<file path="src/logic/fpFormatPkg.sv">
package fpFormatPkg;

	////////////////////////////////////////////////////////////
	// binary16 layout
	////////////////////////////////////////////////////////////
	localparam int expWidth  = 5;	// Biased exponent field
	localparam int fracWidth = 10;	// Stored fraction, hidden bit not included
	localparam int expBias   = 15;

	typedef struct packed {
		logic                 sign;
		logic [expWidth-1:0]  exponent;
		logic [fracWidth-1:0] fraction;
	} fp16Fields;

	// Ports and testbench use raw bits, the stages use fields
	typedef union packed {
		logic [expWidth+fracWidth:0] raw;
		fp16Fields                   fields;
	} fp16Word;

	localparam fp16Word qNaN = 16'h7E00;	// Canonical quiet NaN

	////////////////////////////////////////////////////////////
	// Operand classes and result flags
	////////////////////////////////////////////////////////////
	typedef struct packed {
		logic isNaN;
		logic isInf;
		logic isZero;	// Zero or subnormal, both read as zero
	} fpClass_t;

	typedef struct packed {
		logic overflow;
		logic underflow;
		logic invalid;
		logic inexact;
	} addFlags_t;

	// Exponent all ones splits NaN from infinity on the fraction
	function automatic fpClass_t classify(input fp16Word w);
		fpClass_t c;
		c.isNaN  = (&w.fields.exponent) && (|w.fields.fraction);
		c.isInf  = (&w.fields.exponent) && !(|w.fields.fraction);
		c.isZero = !(|w.fields.exponent);	// Subnormals flushed here
		return c;
	endfunction

endpackage
</file>
<file path="src/logic/addPipePkg.sv">
package addPipePkg;
	import fpFormatPkg::*;

	// Special-case outcome, decided in stage 1 and held to the output
	typedef struct packed {
		logic    isSpecial;	// NaN or infinity decides the result
		fp16Word word;		// Result word to force
		logic    invalid;
	} specialInfo_t;

	////////////////////////////////////////////////////////////
	// Stage 1 to stage 2
	////////////////////////////////////////////////////////////
	typedef struct packed {
		logic                 effSub;	// Signs differ after op
		logic                 sign;		// Sign of the larger operand
		logic [expWidth-1:0]  bigExp;
		logic [expWidth-1:0]  expDiff;	// Saturated at 15
		logic [fracWidth:0]   bigSig;	// Hidden bit on top
		logic [fracWidth:0]   smallSig;
		specialInfo_t         special;
	} swapStage_t;

	////////////////////////////////////////////////////////////
	// Stage 2 to stage 3
	////////////////////////////////////////////////////////////
	typedef struct packed {
		logic                 sign;
		logic [expWidth-1:0]  exponent;	// Exponent of the larger operand
		logic [fracWidth+4:0] sum;		// Carry, 11 bits, guard, round, sticky
		specialInfo_t         special;
	} sumStage_t;

	////////////////////////////////////////////////////////////
	// Stage 3 to stage 4
	////////////////////////////////////////////////////////////
	typedef struct packed {
		logic                       sign;
		logic signed [expWidth+1:0] exponent;	// Goes negative on deep cancellation
		logic [fracWidth:0]         sig;		// Normalized, hidden bit on top
		logic                       guard;
		logic                       sticky;		// Round and sticky merged
		logic                       zero;		// Exact zero sum
		specialInfo_t               special;
	} normStage_t;

endpackage

</file>
<file path="src/logic/fpAddSub.sv">
module fpAddSub (
	input  logic                   clk,
	input  logic                   rst,
	input  fpFormatPkg::fp16Word   a,
	input  fpFormatPkg::fp16Word   b,
	input  logic                   op,		// 0 add, 1 subtract
	output fpFormatPkg::fp16Word   result,
	output fpFormatPkg::addFlags_t flags
);
	import addPipePkg::*;

	swapStage_t swapReg;	// Stage 1 output
	sumStage_t  sumReg;		// Stage 2 output
	normStage_t normReg;	// Stage 3 output

	// Classify, handle specials, order by magnitude
	operandSwap stage1Swap (
		.clk     (clk),
		.rst     (rst),
		.a       (a),
		.b       (b),
		.op      (op),
		.swapOut (swapReg)
	);

	// Align smaller operand, add or subtract
	alignAdd stage2Align (
		.clk    (clk),
		.rst    (rst),
		.swapIn (swapReg),
		.sumOut (sumReg)
	);

	normalizer stage3Norm (
		.clk     (clk),
		.rst     (rst),
		.sumIn   (sumReg),
		.normOut (normReg)
	);

	// Round, then range check and pack, two registers
	roundPack stage4Round (
		.clk    (clk),
		.rst    (rst),
		.normIn (normReg),
		.result (result),
		.flags  (flags)
	);

endmodule

</file>
<file path="src/logic/roundPack.sv">
module roundPack (
	input  logic                   clk,
	input  logic                   rst,
	input  addPipePkg::normStage_t normIn,
	output fpFormatPkg::fp16Word   result,
	output fpFormatPkg::addFlags_t flags
);
	import fpFormatPkg::*;
	import addPipePkg::*;

	localparam int expMax = (1 << expWidth) - 1;	// Exponent of infinity

	// Rounded value between stage 4 and stage 5
	typedef struct packed {
		logic                       sign;
		logic signed [expWidth+1:0] exponent;
		logic [fracWidth-1:0]       fraction;
		logic                       inexact;	// Guard or sticky was set
		logic                       nonZero;	// Real nonzero value with its hidden bit
		specialInfo_t               special;
	} roundStage_t;

	logic                 roundUp;
	logic [fracWidth+1:0] sigRounded;	// Top bit is the rounding carry
	roundStage_t          roundNext;
	roundStage_t          roundReg;
	fp16Word              resultNext;
	addFlags_t            flagsNext;

	////////////////////////////////////////////////////////////
	// Stage 4 rounds to nearest even
	////////////////////////////////////////////////////////////
	assign roundUp    = normIn.guard & (normIn.sticky | normIn.sig[0]);	// Tie goes to even lsb
	assign sigRounded = {1'b0, normIn.sig} + {{(fracWidth + 1){1'b0}}, roundUp};

	always_comb begin
		roundNext.sign    = normIn.sign;
		roundNext.nonZero = normIn.sig[fracWidth] & ~normIn.zero;	// Cleared stage has no hidden bit
		roundNext.special = normIn.special;
		roundNext.inexact = normIn.guard | normIn.sticky;
		if (sigRounded[fracWidth+1]) begin
			roundNext.exponent = $signed(normIn.exponent) + 7'sd1;	// 1.111.. rolled over
			roundNext.fraction = sigRounded[fracWidth:1];
		end else begin
			roundNext.exponent = normIn.exponent;
			roundNext.fraction = sigRounded[fracWidth-1:0];
		end
	end

	////////////////////////////////////////////////////////////
	// Stage 5 checks the range and packs
	////////////////////////////////////////////////////////////
	always_comb begin
		flagsNext                  = '0;
		resultNext.fields.sign     = roundReg.sign;
		resultNext.fields.exponent = roundReg.exponent[expWidth-1:0];
		resultNext.fields.fraction = roundReg.fraction;
		if (roundReg.special.isSpecial) begin
			resultNext        = roundReg.special.word;	// NaN or infinity wins
			flagsNext.invalid = roundReg.special.invalid;
		end else if (!roundReg.nonZero) begin
			resultNext.fields.exponent = '0;
			resultNext.fields.fraction = '0;
		end else if ($signed(roundReg.exponent) >= expMax) begin
			resultNext.fields.exponent = '1;	// Signed infinity
			resultNext.fields.fraction = '0;
			flagsNext.overflow         = 1'b1;
			flagsNext.inexact          = 1'b1;
		end else if ($signed(roundReg.exponent) <= 0) begin
			resultNext.fields.exponent = '0;	// Flushed to signed zero
			resultNext.fields.fraction = '0;
			flagsNext.underflow        = 1'b1;
			flagsNext.inexact          = 1'b1;
		end else
			flagsNext.inexact = roundReg.inexact;
	end

	always_ff @(posedge clk) begin
		if (rst) begin
			roundReg <= '0;
			result   <= '0;
			flags    <= '0;
		end else begin
			roundReg <= roundNext;
			result   <= resultNext;
			flags    <= flagsNext;
		end
	end

	// Overflow leaves an infinity and never comes with underflow
	assert property (@(posedge clk) disable iff (rst)
		flags.overflow |-> !flags.underflow && (&result.fields.exponent));

endmodule

</file>
<file path="src/logic/normalizer.sv">
module normalizer (
	input  logic                   clk,
	input  logic                   rst,
	input  addPipePkg::sumStage_t  sumIn,
	output addPipePkg::normStage_t normOut
);
	import fpFormatPkg::*;
	import addPipePkg::*;

	localparam int sumWidth = fracWidth + 5;	// Carry, 11 bits, G, R, S

	logic                carry;
	logic [sumWidth-2:0] body;		// Sum below the carry
	logic [3:0]          lz;		// Leading zeros of body, 14 when empty
	logic [sumWidth-2:0] shifted;
	normStage_t          normNext;

	assign carry = sumIn.sum[sumWidth-1];
	assign body  = sumIn.sum[sumWidth-2:0];

	// Leading zero count
	always_comb begin
		lz = 4'd14;
		for (int i = 0; i < sumWidth - 1; i++) begin
			if (body[i])
				lz = 4'(sumWidth - 2 - i);	// Highest set bit wins, loop runs upward
		end
	end

	assign shifted = body << lz;	// Hidden bit back to the top

	always_comb begin
		normNext.sign    = sumIn.sign;	// Exact-zero sign already settled in stage 1
		normNext.zero    = ~|sumIn.sum;
		normNext.special = sumIn.special;
		if (carry) begin
			// One place right, bottom two bits fold into sticky
			normNext.exponent = $signed({2'b00, sumIn.exponent}) + 7'sd1;
			normNext.sig      = sumIn.sum[sumWidth-1:4];
			normNext.guard    = sumIn.sum[3];
			normNext.sticky   = |sumIn.sum[2:0];
		end else begin
			// Signed so an exponent under 1 stays visible for underflow
			normNext.exponent = $signed({2'b00, sumIn.exponent}) - $signed({3'b000, lz});
			normNext.sig      = shifted[sumWidth-2:3];
			normNext.guard    = shifted[2];
			normNext.sticky   = |shifted[1:0];	// Round and sticky merged
		end
	end

	always_ff @(posedge clk) begin
		if (rst)
			normOut <= '0;
		else
			normOut <= normNext;
	end

endmodule

</file>
<file path="src/logic/alignAdd.sv">
module alignAdd (
	input  logic                   clk,
	input  logic                   rst,
	input  addPipePkg::swapStage_t swapIn,
	output addPipePkg::sumStage_t  sumOut
);
	import fpFormatPkg::*;
	import addPipePkg::*;

	localparam int alignWidth = fracWidth + 4;	// 11 significant plus guard, round, sticky
	localparam int maxShift   = 15;			// Saturated shift from stage 1

	logic [alignWidth+maxShift-1:0] shiftWide;	// Lost bits land in the low part
	logic                           lostBits;
	logic [alignWidth-1:0]          bigAligned;
	logic [alignWidth-1:0]          smallAligned;
	logic [alignWidth:0]            rawSum;		// One extra bit for the carry
	sumStage_t                      sumNext;

	////////////////////////////////////////////////////////////
	// Alignment
	////////////////////////////////////////////////////////////
	assign shiftWide = {swapIn.smallSig, 3'b000, {maxShift{1'b0}}} >> swapIn.expDiff;
	assign lostBits  = |shiftWide[maxShift-1:0];	// Everything past the sticky slot

	// Sticky slot keeps its own bit ORed with all lost bits
	assign smallAligned = {shiftWide[alignWidth+maxShift-1:maxShift+1],
		shiftWide[maxShift] | lostBits};
	assign bigAligned = {swapIn.bigSig, 3'b000};	// Larger operand never shifts

	////////////////////////////////////////////////////////////
	// Effective add or subtract
	////////////////////////////////////////////////////////////
	assign rawSum = swapIn.effSub ? {1'b0, bigAligned} - {1'b0, smallAligned}
		: {1'b0, bigAligned} + {1'b0, smallAligned};

	always_comb begin
		sumNext.sign     = swapIn.sign;
		sumNext.exponent = swapIn.bigExp;	// Common exponent before normalizing
		sumNext.sum      = rawSum;
		sumNext.special  = swapIn.special;
	end

	always_ff @(posedge clk) begin
		if (rst)
			sumOut <= '0;
		else
			sumOut <= sumNext;
	end

	// Ordering in stage 1 means a subtract never borrows past the top
	assert property (@(posedge clk) disable iff (rst)
		$past(swapIn.effSub) |-> !sumOut.sum[alignWidth]);

endmodule

</file>
<file path="src/logic/operandSwap.sv">
module operandSwap (
	input  logic                   clk,
	input  logic                   rst,
	input  fpFormatPkg::fp16Word   a,
	input  fpFormatPkg::fp16Word   b,
	input  logic                   op,
	output addPipePkg::swapStage_t swapOut
);
	import fpFormatPkg::*;
	import addPipePkg::*;

	localparam int magWidth = expWidth + fracWidth;	// Word without sign

	fpClass_t              aClass;
	fpClass_t              bClass;
	logic                  bSign;		// b sign with op folded in
	logic [magWidth-1:0]   aMag;
	logic [magWidth-1:0]   bMag;
	logic                  aBig;
	logic [magWidth-1:0]   bigMag;
	logic [magWidth-1:0]   smallMag;
	logic [expWidth-1:0]   rawDiff;
	swapStage_t            swapNext;

	assign aClass = classify(a);
	assign bClass = classify(b);
	assign bSign  = b.fields.sign ^ op;	// Subtract is add of negated b

	// Flushed magnitudes, exponent over fraction compares as one integer
	assign aMag = aClass.isZero ? '0 : a.raw[magWidth-1:0];
	assign bMag = bClass.isZero ? '0 : b.raw[magWidth-1:0];
	assign aBig = aMag >= bMag;

	assign bigMag   = aBig ? aMag : bMag;
	assign smallMag = aBig ? bMag : aMag;
	assign rawDiff  = bigMag[magWidth-1:fracWidth] - smallMag[magWidth-1:fracWidth];

	always_comb begin
		swapNext.effSub = a.fields.sign ^ bSign;
		// Equal magnitudes: only two negatives keep a minus sign
		if (aMag == bMag)
			swapNext.sign = a.fields.sign & bSign;
		else
			swapNext.sign = aBig ? a.fields.sign : bSign;
		swapNext.bigExp   = bigMag[magWidth-1:fracWidth];
		swapNext.expDiff  = (rawDiff > 5'd15) ? 5'd15 : rawDiff;	// All bits go sticky past 14
		swapNext.bigSig   = {|bigMag[magWidth-1:fracWidth], bigMag[fracWidth-1:0]};
		swapNext.smallSig = {|smallMag[magWidth-1:fracWidth], smallMag[fracWidth-1:0]};

		swapNext.special = '0;
		if (aClass.isNaN || bClass.isNaN || (aClass.isInf && bClass.isInf && swapNext.effSub)) begin
			swapNext.special.isSpecial = 1'b1;
			swapNext.special.word      = qNaN;
			swapNext.special.invalid   = 1'b1;
		end else if (aClass.isInf) begin
			swapNext.special.isSpecial = 1'b1;
			swapNext.special.word      = a;
		end else if (bClass.isInf) begin
			swapNext.special.isSpecial = 1'b1;
			swapNext.special.word.raw  = {bSign, b.raw[magWidth-1:0]};	// Infinity, effective sign
		end
	end

	always_ff @(posedge clk) begin
		if (rst)
			swapOut <= '0;
		else
			swapOut <= swapNext;
	end

	// Invalid travels as a forced canonical NaN, never a computed word
	assert property (@(posedge clk) disable iff (rst)
		swapOut.special.invalid |-> swapOut.special.isSpecial && swapOut.special.word == qNaN);

endmodule

</file>
<file path="config.mk">
export PLATFORM = sky130hd
export DESIGN_NAME = fpAddSub
export DESIGN_NICKNAME = d
export VERILOG_FILES = /design/src/logic/fpFormatPkg.sv /design/src/logic/addPipePkg.sv /design/src/logic/fpAddSub.sv /design/src/logic/roundPack.sv /design/src/logic/normalizer.sv /design/src/logic/alignAdd.sv /design/src/logic/operandSwap.sv
export SDC_FILE = /design/constraint.sdc
export NUM_CORES = 1
export LEC_CHECK = 0
export BUFFER_PORTS_ARGS = -buffer_cell sky130_fd_sc_hd__buf_2
export CAP_MARGIN = 10
export CORE_MARGIN = 10
export CORE_UTILIZATION = 41
export CTS_BUF_LIST = sky130_fd_sc_hd__clkbuf_16
export DETAILED_ROUTE_END_ITERATION = 10
export PLACE_DENSITY = 0.6
export RECOVER_POWER = 100
export SYNTH_ARGS = -nofsm -noshare
export SYNTH_HDL_FRONTEND = slang
export SYNTH_SLANG_ARGS = --single-unit
</file>
<file path="constraint.sdc">
create_clock -name clk -period 3.6 [get_ports clk]
set_input_delay 0 -clock clk [delete_from_list [all_inputs] [get_ports clk]]
set_output_delay 0 -clock clk [all_outputs]
set_load 0.01 [all_outputs]
</file>
# --- Word level (Yosys, flattened, before mapping) ---
# Index checks and enable logic that the tools add are counted.
# Widths: inputs -> output; s select.
totals:
  regBits: 189
  inputBits: 35
op_classes:
  add_sub_neg: 7
  magnitude_cmp: 4
  eq_ne: 1
  n_shift: 2
  muxes: 37
  bitwise: 11
  reduce_logical: 28
op_table:
  columns: ["op", "n"]
  rows:
  - ["$mux 15", 9]
  - ["$mux 17", 4]
  - ["$mux 4", 9]
  - ["$reduce_or 15->1", 2]
  - ["$shr 29x5->29", 1]
  - ["$mux 20", 1]
  - ["$reduce_or 10->1", 2]
  - ["$reduce_or 5->1", 4]
  - ["$add 14x14->15", 1]
  - ["$eq 15x15->1", 1]
  - ["$ge 15x15->1", 1]
  - ["$sub 14x14->15", 1]
  - ["$shl 14x4->14", 1]
  - ["$add 11x1->12", 1]
  - ["$mux 3", 4]
  - ["$reduce_and 5->1", 2]
  - ["$mux 1", 8]
  - ["$reduce_or 2->1", 4]
  - ["$add 7x2->7 const B", 1]
  - ["$ge 7x6->1 const B", 1]
  - ["$le 7x1->1 const B", 1]
  - ["$add 5x1->6 const B", 1]
  - ["$logic_and 1x1->1", 6]
  - ["$reduce_or 3->1", 2]
  - ["other kinds (11)", 22]

# --- Longest topological paths before layout ---
# Gate-level depths: netlist of run 1.
depth:
  word_depth: 17
  depth_mapped: 22
  mapped_depth_nobuf: 19

# --- Cells and area by module ---
# From an unflattened synthesis of run 1, not the netlist that was laid out.
hier_totals:
  hier_cells: 1139
  hier_area_um2: 9918.3
by_module_without_submodules:
  columns: ["mod", "instances", "cells_each", "area_each_um2", "seq_area_each_um2"]
  rows:
  - ["alignAdd", 1, 378, 3194.3, 780.7]
  - ["operandSwap", 1, 295, 2428.6, 1041.0]
  - ["normalizer", 1, 264, 2223.4, 800.8]
  - ["roundPack", 1, 202, 2072.0, 1161.1]

# --- Worst setup path before layout of run 1 ---
# OpenSTA, ideal clock, no wires.
synth_path:
  kind: "flip-flop to flip-flop"
  start: "register stage1Swap.swapOut[40] in the netlist's numbering"
  end: "register stage2Align.sumOut[30] in the netlist's numbering"
  setup_time_ps: 128
  arrival_time_ps: 3466
  path_slack_ps: 7
  stages_incl_launch_ff: 21
  path_buffers: 2
  period_less_slack_ps: 3593
  path_cell_list: "dfxtp_1 > buf_6 > buf_8 > mux4_2 > mux2_2 > a22oi_1 > nand2_1 > nor4b_4 > or2_2 > ha_1 > a21oi_1 > a31oi_1 > o31ai_1 > o21ai_1 > a21oi_1 > o21bai_1 > nand2_1 > a21o_1 > a22oi_1 > xnor2_1 > nor2_1"
synth_between:
  elab_chain_cells: 5
synth_lines:
  columns: ["element", "line_no", "source"]
  rows:
  - ["start, declared", "operandSwap.sv:7", "output addPipePkg::swapStage_t swapOut"]
  - ["start signal, assigned", "operandSwap.sv:68", "swapOut <= swapNext;"]
  - ["$shr 29x5->29 (*)", "alignAdd.sv:23", "assign shiftWide = {swapIn.smallSig, 3'b000, {maxShift{1'b0}}} >> swapIn.expDiff;"]
  - ["$reduce_or 15->1", "alignAdd.sv:24", "assign lostBits = |shiftWide[maxShift-1:0];"]
  - ["$or 1x1->1", "alignAdd.sv:28", "shiftWide[maxShift] | lostBits};"]
  - ["$add 14x14->15 / $sub 14x14->15 (equally long branches)", "alignAdd.sv:35, alignAdd.sv:34", null]
  - ["$mux 15 (*)", "alignAdd.sv:34", "assign rawSum = swapIn.effSub ? {1'b0, bigAligned} - {1'b0, smallAligned}"]
  - ["end signal, assigned", "alignAdd.sv:48", "sumOut <= sumNext;"]
  - ["end, declared", "alignAdd.sv:5", "output addPipePkg::sumStage_t sumOut"]
# Mark *: on every way between the ends. The rest lies on a longest branch, timed or not.
# A chain may end at the register's enable or synchronous reset.

# --- Worst setup path in the final report of run 1 ---
layout_path:
  start: "register stage1Swap.swapOut[40] in the netlist's numbering"
  end: "register stage2Align.sumOut[31] in the netlist's numbering"
# Same word-level chain as after synthesis.

==> metrics.csv, run 1 <==
stage;metric;value;unit
outcome;outcome;finished with violations;
outcome;violations;hold timing, setup timing;
pwr;power_density;561;nW/µm²
sta;fin_skew;0.00913;ns
sta;finalHoldViolations;1;
routing;firstDrtPassIters;5;
sta;tightest_slew;1.03;ns
cts;ctsHtreeMaxLevel;4;
floorplan;dieArea;29200;µm²
synthesis;yosysMostFrequentCell;dfxtp_1;
run;max-cap-violations;0;
sta;hold_slack;-0.0195;ns
cts;clk_pin_slew;0.07;ns
placed_design;dp_slack;-0.225;ns
synthesis;async_flop_share;0;%
cts;cts_tree;yes;
routing;routed_wl;22600;µm
routing;drc;0;
setup_path;critPathKind;reg -> reg;
worst_hold_path;holdPathStages;4;
finish;multi_input_area;5290;µm²
cts;clk_latency;0.43;ns
synthesis;synth.avg_cell_area;8.65;µm²
cts;cts-root-buf;clkbuf_16;
floorplan;die_h;171;µm
setup_path;worstSetupStartpointType;flop;
setup_path;arrival;4.25;ns
synthesis;synth_top_cells_by_count;dfxtp_1, nor2_1, a21oi_1;
pwr;max-vdd-ir-drop;0.000365;V
finish;design_area;11300;µm²
pwr;leakage;4.74;nW
synthesis;synth_area;9340;µm²
sta;fin_crit_sh;109;%
pwr;power;6.32;mW
finish;antenna_cells;0;
cts;clock_sink_count;189;
sta;period_needed;3.91;ns
floorplan;std_cell_rows;55;
synthesis;synth.top_cell.area_share;40.5;%
sta;fin_ws;-0.308;ns
finish;fillCellCount;2142;
finish;syn2layout_area_growth;20.6;%
finish;regArea;3790;µm²
finish;nets;1291;
synthesis;synth_area_leaders;dfxtp_1, ha_1, nor2_1, a21oi_1, nor2b_1;
sta;rsz0062_at_grt;true;
sta;slew_violations;0;
sta;setup_violations;6;
global_route;antenna_found_initial;0;
setup_path;crit_path_end_kind;flop;
cts;clk_path_buf_depth;2;
synthesis;yosysSeqAreaShare;40.5;%
synthesis;synthFlopType;dfxtp_1;
setup_path;reg2reg_depth;23;
global_route;grt_first_pass_wirelength;37100;µm
floorplan;coreArea;22500;µm²
global_route;overflow;0;
routing;wl_per_cell;15.1;µm
placed_design;portBuffers;54;
routing;first_iter_violations;518;
floorplan;die-width;171;µm
routing;via_per_inst;5.19;
routing;vias;7801;
global_route;first_global_vias;7501;
placed_design;dpl_cell_area;10400;µm²
cts;cts_made_buffers;17;
sta;slew_headroom;31.2;%
synthesis;yosysTopAreaCell;dfxtp_1;
placed_design;globalplace.congestion;0.940;
finish;drive_gt1_share;18.3;%
worst_hold_path;min_path_type;in -> reg;
global_route;grt_usage;15.5;%
setup_path;cp.required;3.94;ns
synthesis;synth_edf_count;0;
global_route;grt_start_max_net_pins;66;
placed_design;dp_hpwl;16700;µm
sta;fmax;0.256;GHz
setup_path;crit_path_max_fanout;6;
floorplan;ios;55;
synthesis;ys_warn_count;0;
floorplan;start_util;41.5;%
synthesis;syn_inst;1079;
synthesis;synth-seq-cells;189;
routing;antenna_left;0;
synthesis;ys_types;76;
==> metal layers <==
layer	up-vias	routed length [µm]	global-route usage, %
met4	0	444	5.22
met2	161	10200	24.5
met5	-	0	0
li1	4035	-	-
met3	30	808	2.90
met1	3575	11100	20.7
==> power by group <==
part	leakage (nW)	switching (mW)	internal [mW]	total, mW
Combinational	2.91	1.08	0.912	1.99
Sequential	1.55	0.209	2.31	2.52
Clock	0.282	0.879	0.926	1.80
Total	4.74	2.17	4.15	6.32
==> kinds of logic (layout without fill, tap and decap cells) <==
| family | count (synthesis) | count (layout) | share of synthesized area (%) |
|---|---|---|---|
| simple gates | 412 | 412 | 21.8 |
| xor+xnor | 30 | 30 | 2.81 |
| flops | 189 | 189 | 40.5 |
| buf+inv | 109 | 239 | 4.66 |
| mux | 38 | 38 | 5.51 |
| other cells | 1 | 10 | 0.0402 |
| compound gates | 249 | 249 | 17.6 |
| fa+ha+maj | 51 | 51 | 6.99 |
==> worst max-delay path, cell delays in order, from the launching register on <==
cell	delay, ns
dfxtp_2	0.33
buf_12	0.13
buf_8	0.12
buf_4	0.13
mux2i_2	0.15
mux2i_2	0.23
a22oi_2	0.11
buf_4	0.15
or2_4	0.22
inv_2	0.07
ha_4	0.13
inv_2	0.04
fa_2	0.36
o21ba_4	0.20
o21ai_2	0.17
a21oi_2	0.07
o21ai_1	0.19
a21oi_1	0.09
o21bai_1	0.21
a21oi_2	0.09
o21ai_1	0.14
o31a_1	0.15
o211ai_1	0.08
a311oi_1	0.24
==> placed cells by master, fill, tap and decap left out, types with 7 or more instances in the layout <==
| master | instances |
|---|---|
| nor2b_1 | 70 |
| conb_1 | 10 |
| a31oi_1 | 16 |
| nor4_1 | 16 |
| nand3_1 | 33 |
| o21bai_1 | 8 |
| or2_2 | 7 |
| and2_1 | 10 |
| clkbuf_16 | 17 |
| nand2_1 | 67 |
| buf_4 | 86 |
| a21oi_1 | 86 |
| inv_1 | 45 |
| nor3_1 | 32 |
| buf_2 | 30 |
| o21a_1 | 10 |
| dlygate4sd3_1 | 7 |
| a22o_1 | 10 |
| mux4_2 | 10 |
| xnor2_1 | 16 |
| mux2i_1 | 19 |
| clkbuf_1 | 29 |
| a211oi_1 | 13 |
| o21ai_0 | 29 |
| a21o_1 | 7 |
| ha_1 | 45 |
| xor2_1 | 14 |
| dfxtp_1 | 187 |
| nand2b_1 | 9 |
| nor2_1 | 130 |
==> final cells by class <==
class	count	area share, %
clock buffers	17	3.78
clock inverters	15	1.39
inverters	48	1.60
multi-input cells	790	47.0
flip-flops and latches	189	33.6
well taps	285	3.17
repair buffers	159	9.45
==> final timing paths <==
kind              slack (ns)                              start                             endpoint
setup / recovery       -0.31  stage1Swap.swapOut[40]$_SDFF_PP0_    stage2Align.sumOut[31]$_SDFF_PP0_
hold / removal         -0.02                              a[14]    stage1Swap.swapOut[49]$_SDFF_PP0_
setup reg to reg       -0.31  stage1Swap.swapOut[40]$_SDFF_PP0_    stage2Align.sumOut[31]$_SDFF_PP0_
hold reg to reg         0.39  stage3Norm.normOut[18]$_SDFF_PP0_  stage4Round.roundReg[18]$_SDFF_PP0_
==> sequential cells by signal, summed over array words and instances, names as in the netlist <==
signal                cells
stage3Norm.normOut       40
stage1Swap.swapOut       52
stage4Round.flags         4
stage4Round.roundReg     38
stage2Align.sumOut       39
stage4Round.result       16
==> through the flow <==
| stage | setup TNS [ns] | util [%] | instances |
|---|---|---|---|
| finish | -1.09 | 50.0 | 1503 |
| global route | -2.51 | 50.0 | 1503 |
| floorplan | 0 | - | 1088 |
| detailed placement | -1.30 | 46.1 | 1447 |
| CTS | -0.634 | 49.3 | 1490 |
| global placement | -0.621 | 46.1 | 1447 |
==> what timing repair did <==
| item | CTS | global route |
|---|---|---|
| setup buffers | 3 | 14 |
| hold buffers | 8 | 0 |
| endpoints found under the setup margin | 6 | 10 |
| resized for setup | 13 | 38 |
| hold endpoints to repair | 10 | 0 |
| pin swaps | 7 | 34 |
(Power assumes the default switching activity.)
==> run 2, diff against run 1 <==
Settings changed: BUFFER_PORTS_ARGS -buffer_cell sky130_fd_sc_hd__buf_2 to default, CORE_ASPECT_RATIO from default to 1.5, DONT_BUFFER_PORTS from default to 1, PLACE_DENSITY 0.6 to 0.57.
==> run 2 against run 1 <==
  * The run still ends with hold timing, setup timing left
  * Worst setup slack improved by 0.16 ns
  * Global-route usage rose by 1.5 points
  * Register-to-register slack improved by 0.16 ns
  * Via count up 6.4%
  * Non-clock buffer count grew 75
  * Sequential share of layout area is 3.0 points lower
  * Cell count rose by 4.4%
  * Clock skew grew 0.013 ns
  * Worst hold slack got worse by 0.30 ns
  * Clock power rose by 11%
  * Critical path type unchanged
==> metrics.csv, run 2 (synthesis results as in run 1) <==
stage;metric;value;unit;change
sta;rsz0062_at_grt;true;;
pwr;switching_share;34.4;%;+0.11 points
global_route;grt_first_pass_wirelength;40300;µm;+8.7%
setup_path;cp.required;3.92;ns;-0.02 ns
routing;firstDrtPassIters;4;;-1
floorplan;die_h;205;µm;+20%
floorplan;start_util;41.7;%;+0.22 points
setup_path;worstSetupStartpointType;flop;;
finish;syn2layout_area_growth;32.6;%;
cts;cts-root-buf;clkbuf_16;;
global_route;grt_start_max_net_pins;155;;+130%
setup_path;r2r_slack;-0.15;ns;+0.16 ns
floorplan;ios;55;;unchanged
placed_design;portBuffers;0;;-100%
sta;slew_headroom;25.9;%;-5.3 points
sta;setup_tns;-0.232;ns;+0.857 ns
cts;clock_sink_count;189;;unchanged
setup_path;critPathCapture;stage2Align.sumOut[30]$_SDFF_PP0_;;
sta;fin_skew;0.0218;ns;+0.0127 ns
pwr;power.internal;4.37;mW;+5.2%
finish;nets;1366;;+5.8%
sta;hold_slack;-0.320;ns;-0.301 ns
setup_path;reg2reg_depth;20;;-13%
floorplan;std_cell_rows;67;;+22%
floorplan;dieArea;29300;µm²;+0.42%
routing;antenna_left;0;;unchanged
pwr;pwr-share-comb;32.3;%;+0.8 points
finish;antenna_cells;0;;unchanged
sta;setup_violations;4;;-2
worst_hold_path;min_path_type;in -> reg;;
finish;reg.largest.list;stage1Swap.swapOut: 52 flops, stage3Norm.normOut: 40 flops, stage2Align.sumOut: 39 flops;;
cts;cts_made_buffers;17;;unchanged
sta;slew_violations;0;;unchanged
setup_path;rr_startpoint;stage1Swap.swapOut[40]$_SDFF_PP0_;;
routing;vias;8297;;+6.4%
setup_path;startpoint;stage1Swap.swapOut[40]$_SDFF_PP0_;;
pwr;leakage;5.45;nW;+15%
routing;routed_wl;24400;µm;+7.8%
outcome;outcome;finished with violations;;
pwr;power_density;538;nW/µm²;-4.1%
placed_design;globalplace.congestion;0.959;;+2.0%
setup_path;cpPeakStageDelay;0.52;ns;+0.16 ns
setup_path;crit_path_end_kind;flop;;
outcome;violations;hold timing, setup timing;;
cts;clk_latency;0.44;ns;about the same
finish;mostFrequentLayoutCells;dfxtp_1, dlygate4sd3_1, nor2_1;;
routing;drc;0;;unchanged
pwr;clockPowerShare;30.0;%;+1.4 points
setup_path;crit_path_max_fanout;6;;unchanged
finish;drive_gt1_share;13.9;%;-4.4 points
finish;final_util;55.3;%;+5.3 points
cts;ctsHtreeMaxLevel;4;;unchanged
sta;fin_ws;-0.146;ns;+0.162 ns
global_route;antenna_found_initial;0;;unchanged
routing;via_per_inst;5.29;;+1.9%
finish;top_register;stage1Swap.swapOut;;
finish;largest_register_ffs;52;;unchanged
setup_path;slowest_stage;mux4_2;;
setup_path;critPathKind;reg -> reg;;
cts;hold_buffers;143;;+135
sta;finalHoldViolations;13;;+12
sta;period_needed;3.75;ns;-0.162 ns
sta;fin_crit_sh;104;%;-4.5 points
finish;fillCellCount;2040;;-4.8%
pwr;power;6.66;mW;+5.4%
global_route;first_global_vias;8479;;+13%
floorplan;coreArea;22400;µm²;-0.53%
sta;tightest_slew;1.11;ns;+0.0799 ns
setup_path;arrival;4.06;ns;-0.19 ns
setup_path;worstPathCellList;buf_12 -> mux4_2 -> mux2_4 -> a22oi_2 -> buf_4 -> nand2_4 -> nor4b_4 -> or2_4 -> ha_4 -> a21oi_2 -> a31oi_1 -> o31ai_2 -> o21ai_2 -> a21oi_2 -> o21bai_2 -> nand2_1 -> a21o_1 -> a22oi_2 -> xnor2_1 -> nor2_1;;
floorplan;die-width;143;µm;-16%
finish;final_common_cell;dfxtp_1;;
pwr;max-vdd-ir-drop;0.000360;V;-1.2%
sta;fmax;0.267;GHz;+4.3%
setup_path;worst_r2r_endpoint;stage2Align.sumOut[30]$_SDFF_PP0_;;
placed_design;dp_hpwl;17600;µm;+4.9%
pwr;p_switching;2.29;mW;+5.8%
cts;cts_tree;yes;;
cts;clk_pin_slew;0.08;ns;about the same
global_route;grt_usage;17.0;%;+1.5 points
global_route;overflow;0;;unchanged
cts;clk_path_buf_depth;2;;unchanged
run;max-cap-violations;0;;unchanged
worst_hold_path;hp-start;rst;;
pwr;seqPwrFrac;37.7;%;-2.2 points
routing;wl_per_cell;15.5;µm;+3.3%
routing;first_iter_violations;333;;-36%
-- run 2: final cells by class --
type	instances	area, µm²	area share (%)
clock buffers	17	425	3.44
clock inverters	15	225	1.82
inverters	48	180	1.45
multi-input cells	790	5270	42.6
flip-flops and latches	189	3790	30.6
well taps	276	345	2.79
repair buffers	234	2150	17.3
-- run 2: what timing repair did --
action	CTS	global route
endpoints found under the setup margin	6	11
pin swaps	7	19
gates cloned	0	1
hold endpoints to repair	166	13
gates resized for setup	14	27
buffers inserted	4	6
-- run 2: worst min-delay path by stage --
| stage | to | slack, ns | cells after the start |
|---|---|---|---|
| after floorplan | stage1Swap.swapOut[49]$_SDFF_PP0_ | 0.14 | 2 |
| after global placement | stage1Swap.swapOut[17]$_SDFF_PP0_ | 0.09 | 1 |
| after detailed placement | stage1Swap.swapOut[50]$_SDFF_PP0_ | 0.09 | 1 |
| after CTS | stage2Align.sumOut[27]$_SDFF_PP0_ | -0.37 | 1 |
| after global routing | stage2Align.sumOut[26]$_SDFF_PP0_ | -0.36 | 1 |
| final | stage2Align.sumOut[28]$_SDFF_PP0_ | -0.32 | 1 |
-- run 2: metrics by stage --
stage / area, µm² / setup slack, ns / instances
finish: 12400 / -0.146 / 1569
detailed placement: 10100 / -0.307 / 1383
CTS: 12200 / -0.153 / 1562
global route: 12400 / -0.374 / 1569
floorplan: 9370 / 0.00664 / 1088
global placement: 10100 / -0.261 / 1383
-- run 2: worst max-delay path, delay by kind of cell (launching register included) --
kind,cells,cell delay [ns]
simple gates,5,0.58
xor+xnor,1,0.13
fa+ha+maj,1,0.13
buf+inv,2,0.27
mux,2,0.81
compound gates,9,1.33
flops,1,0.38
-- run 2: layer usage --
layer,track usage [%],up-vias,wire length [µm],part of all wire (%)
met5,0,-,0,0
met4,9.03,0,1020,4.2
met3,3.24,57,856,3.5
met2,34.0,184,13900,57
met1,15.5,3883,8620,35
li1,-,4173,-,-
-- run 2: power groups by stage --
stage	sequential (mW)	clock [mW]	combinational, mW
after global routing	2.54	2.14	2.38
after floorplan	2.48	0	1.37
after global placement	2.55	0	1.84
after CTS	2.50	2.03	2.08
after detailed placement	2.55	0	1.84
final	2.51	1.99	2.15
==> run 3, diff against run 2 <==
Settings changed: CORE_MARGIN 10 to 2.
==> run 3 against run 2 <==
  * The flow still finishes with violations (hold timing, setup timing)
  * Critical path depth down 1
  * Design area down 0.75%
  * Clock power down 3%
  * Maximum frequency up 1.6%
  * Sequential power about the same
  * Highest routed layer unchanged
==> metrics.csv, run 3 (synthesis results as in run 1) <==
stage;metric;value;unit;change
floorplan;start_util;41.7;%;unchanged
floorplan;coreArea;22400;µm²;unchanged
worst_hold_path;min_to;stage3Norm.normOut[36]$_SDFF_PP0_;;
worst_hold_path;holdPathStages;1;;unchanged
sta;setup_tns;-0.277;ns;-0.0454 ns
setup_path;cpPeakStageDelay;0.40;ns;-0.12 ns
setup_path;critPathKind;reg -> reg;;
setup_path;r2r_slack;-0.09;ns;+0.06 ns
sta;fin_ws;-0.0862;ns;+0.0595 ns
finish;nets;1361;;-0.37%
floorplan;die_h;189;µm;-7.8%
finish;top_register;stage1Swap.swapOut;;
setup_path;worstPathCellList;buf_6 -> buf_4 -> or3b_4 -> o21ai_1 -> o21ai_4 -> or2_2 -> ha_1 -> buf_4 -> a21oi_2 -> o21bai_1 -> a21oi_2 -> o21bai_1 -> a21oi_1 -> nor2_1 -> o31ai_1 -> buf_4 -> a21oi_1 -> o21ai_1 -> a31o_2;;
global_route;grt_usage;20.8;%;+3.8 points
pwr;leakage;5.42;nW;-0.61%
placed_design;globalplace.congestion;0.974;;+1.6%
sta;period_needed;3.69;ns;-0.0595 ns
outcome;outcome;finished with violations;;
routing;drc;0;;unchanged
global_route;grt_start_max_net_pins;155;;unchanged
setup_path;startpoint;stage1Swap.swapOut[40]$_SDFF_PP0_;;
pwr;power_density;535;nW/µm²;-0.42%
global_route;first_global_vias;8386;;-1.1%
routing;first_iter_violations;487;;+46%
sta;hold_slack;-0.295;ns;+0.0256 ns
worst_hold_path;min_path_type;in -> reg;;
sta;finalHoldViolations;12;;-1
cts;cts_tree;yes;;
cts;clock_sink_count;189;;unchanged
global_route;antenna_found_initial;0;;unchanged
sta;fin_crit_sh;102;%;-1.7 points
finish;reg.largest.list;stage1Swap.swapOut: 52 flops, stage3Norm.normOut: 40 flops, stage2Align.sumOut: 39 flops;;
routing;antenna_left;0;;unchanged
pwr;switching_share;34.3;%;-0.15 points
worst_hold_path;hp-start;rst;;
sta;slew_headroom;27.7;%;+1.8 points
finish;final_common_cell;dfxtp_1;;
setup_path;worst_r2r_endpoint;stage2Align.sumOut[32]$_SDFF_PP0_;;
cts;ctsHtreeMaxLevel;4;;unchanged
pwr;pwr-share-comb;32.4;%;about the same
floorplan;die-width;127;µm;-11%
setup_path;arrival;4.06;ns;about the same
setup_path;cp_top_family;compound AO/OA/AOI/OAI gates;;
global_route;grt_first_pass_wirelength;39900;µm;-0.98%
placed_design;portBuffers;0;;unchanged
finish;antenna_cells;0;;unchanged
routing;via_per_inst;5.30;;+0.21%
setup_path;slowest_stage;or3b_4;;
pwr;p_switching;2.26;mW;-1.6%
setup_path;cp.required;3.98;ns;+0.06 ns
pwr;seqPwrFrac;38.1;%;+0.4 points
sta;fin_skew;0.0126;ns;-0.00924 ns
pwr;power.internal;4.32;mW;-0.94%
routing;firstDrtPassIters;5;;+1
setup_path;rr_startpoint;stage1Swap.swapOut[40]$_SDFF_PP0_;;
pwr;max-vdd-ir-drop;0.000347;V;-3.6%
global_route;overflow;0;;unchanged
sta;fmax;0.271;GHz;+1.6%
floorplan;std_cell_rows;67;;unchanged
setup_path;crit_path_end_kind;flop;;
setup_path;reg2reg_depth;19;;-5.0%
finish;drive_gt1_share;13.8;%;-0.10 points
cts;clk_pin_slew;0.08;ns;about the same
finish;syn2layout_area_growth;31.6;%;
sta;tightest_slew;1.08;ns;-0.0267 ns
cts;clk_path_buf_depth;2;;unchanged
cts;clk_latency;0.44;ns;about the same
finish;final_util;54.9;%;-0.41 points
routing;routed_wl;24400;µm;+0.19%
sta;setup_violations;5;;+1
routing;vias;8288;;-0.11%
routing;wl_per_cell;15.6;µm;+0.51%
setup_path;worst_path_most_repeated_cell;buf_4;;
setup_path;crit_path_max_fanout;7;;+1
setup_path;worst-path-buf-inv;4;;+2
setup_path;worstSetupStartpointType;flop;;
outcome;violations;hold timing, setup timing;;
placed_design;dp_hpwl;17500;µm;-0.48%
finish;largest_register_ffs;52;;unchanged
sta;slew_violations;0;;unchanged
floorplan;dieArea;24000;µm²;-18%
sta;rsz0062_at_grt;true;;
cts;cts-root-buf;clkbuf_16;;
finish;mostFrequentLayoutCells;dfxtp_1, dlygate4sd3_1, nor2_1;;
pwr;clockPowerShare;29.5;%;-0.5 points
run;max-cap-violations;0;;unchanged
cts;cts_made_buffers;17;;unchanged
cts;hold_buffers;144;;+0.70%
floorplan;ios;55;;unchanged
run 3: area by class of cell:
type | instances | area [µm²]
Fill cell | 2090 | 10100
Multi-Input combinational cell | 790 | 5270
Sequential cell | 189 | 3790
Timing Repair Buffer | 229 | 2080
Clock buffer | 17 | 425
Tap cell | 276 | 345
Clock inverter | 15 | 204
Inverter | 48 | 180
run 3: metrics by stage:
step	power (mW)	instances	instance area, µm²	hold WS (ns)	worst slack, ns
3_5_place_dp	4.39	1386	10100	0.0840	-0.265
4_1_cts	6.58	1565	12300	-0.370	-0.0881
2_1_floorplan	3.85	1088	9370	0.139	0.00664
3_3_place_gp	4.39	1386	10100	0.0827	-0.228
6_report	6.58	1564	12300	-0.295	-0.0862
5_1_grt	6.97	1564	12300	-0.373	-0.299
run 3: worst max path at each step:
stage,slack (ns),end,cells after the start
6_report,-0.09,stage2Align.sumOut[32]$_SDFF_PP0_,19
5_1_grt,-0.30,stage2Align.sumOut[31]$_SDFF_PP0_,21
4_1_cts,-0.09,stage2Align.sumOut[30]$_SDFF_PP0_,19
3_5_place_dp,-0.26,stage2Align.sumOut[30]$_SDFF_PP0_,19
3_3_place_gp,-0.23,stage2Align.sumOut[30]$_SDFF_PP0_,19
2_1_floorplan,0.007,stage2Align.sumOut[30]$_SDFF_PP0_,20
run 3: layer usage:
layer	up-vias	track usage, %	wire length (µm)
met3	77	3.32	717
li1	4163	-	-
met1	3850	19.6	8680
met4	0	12.0	1250
met2	198	41.3	13800
met5	-	0	0
run 3: worst register-to-register path, stage by stage, from the launching register on:
cell,delay [ns]
dfxtp_2,0.34
buf_6,0.14
buf_4,0.16
or3b_4,0.41
o21ai_1,0.22
o21ai_4,0.09
or2_2,0.30
ha_1,0.31
buf_4,0.17
a21oi_2,0.16
o21bai_1,0.10
a21oi_2,0.15
o21bai_1,0.08
a21oi_1,0.15
nor2_1,0.07
o31ai_1,0.23
buf_4,0.17
a21oi_1,0.06
o21ai_1,0.19
a31o_2,0.14
run 3: repair_timing:
item / in CTS / in global routing
setup endpoints to repair: 6 / 11
hold endpoints to repair: 166 / 12
pin swaps: 11 / 6
buffers inserted: 3 / 0
gates resized for setup: 24 / 15
run 3: power groups by stage:
stage | registers, mW | logic, mW | clock network [mW]
2_1_floorplan | 2.48 | 1.37 | 0
3_3_place_gp | 2.55 | 1.84 | 0
4_1_cts | 2.51 | 2.10 | 1.97
5_1_grt | 2.54 | 2.35 | 2.08
6_report | 2.51 | 2.13 | 1.94
3_5_place_dp | 2.56 | 1.84 | 0
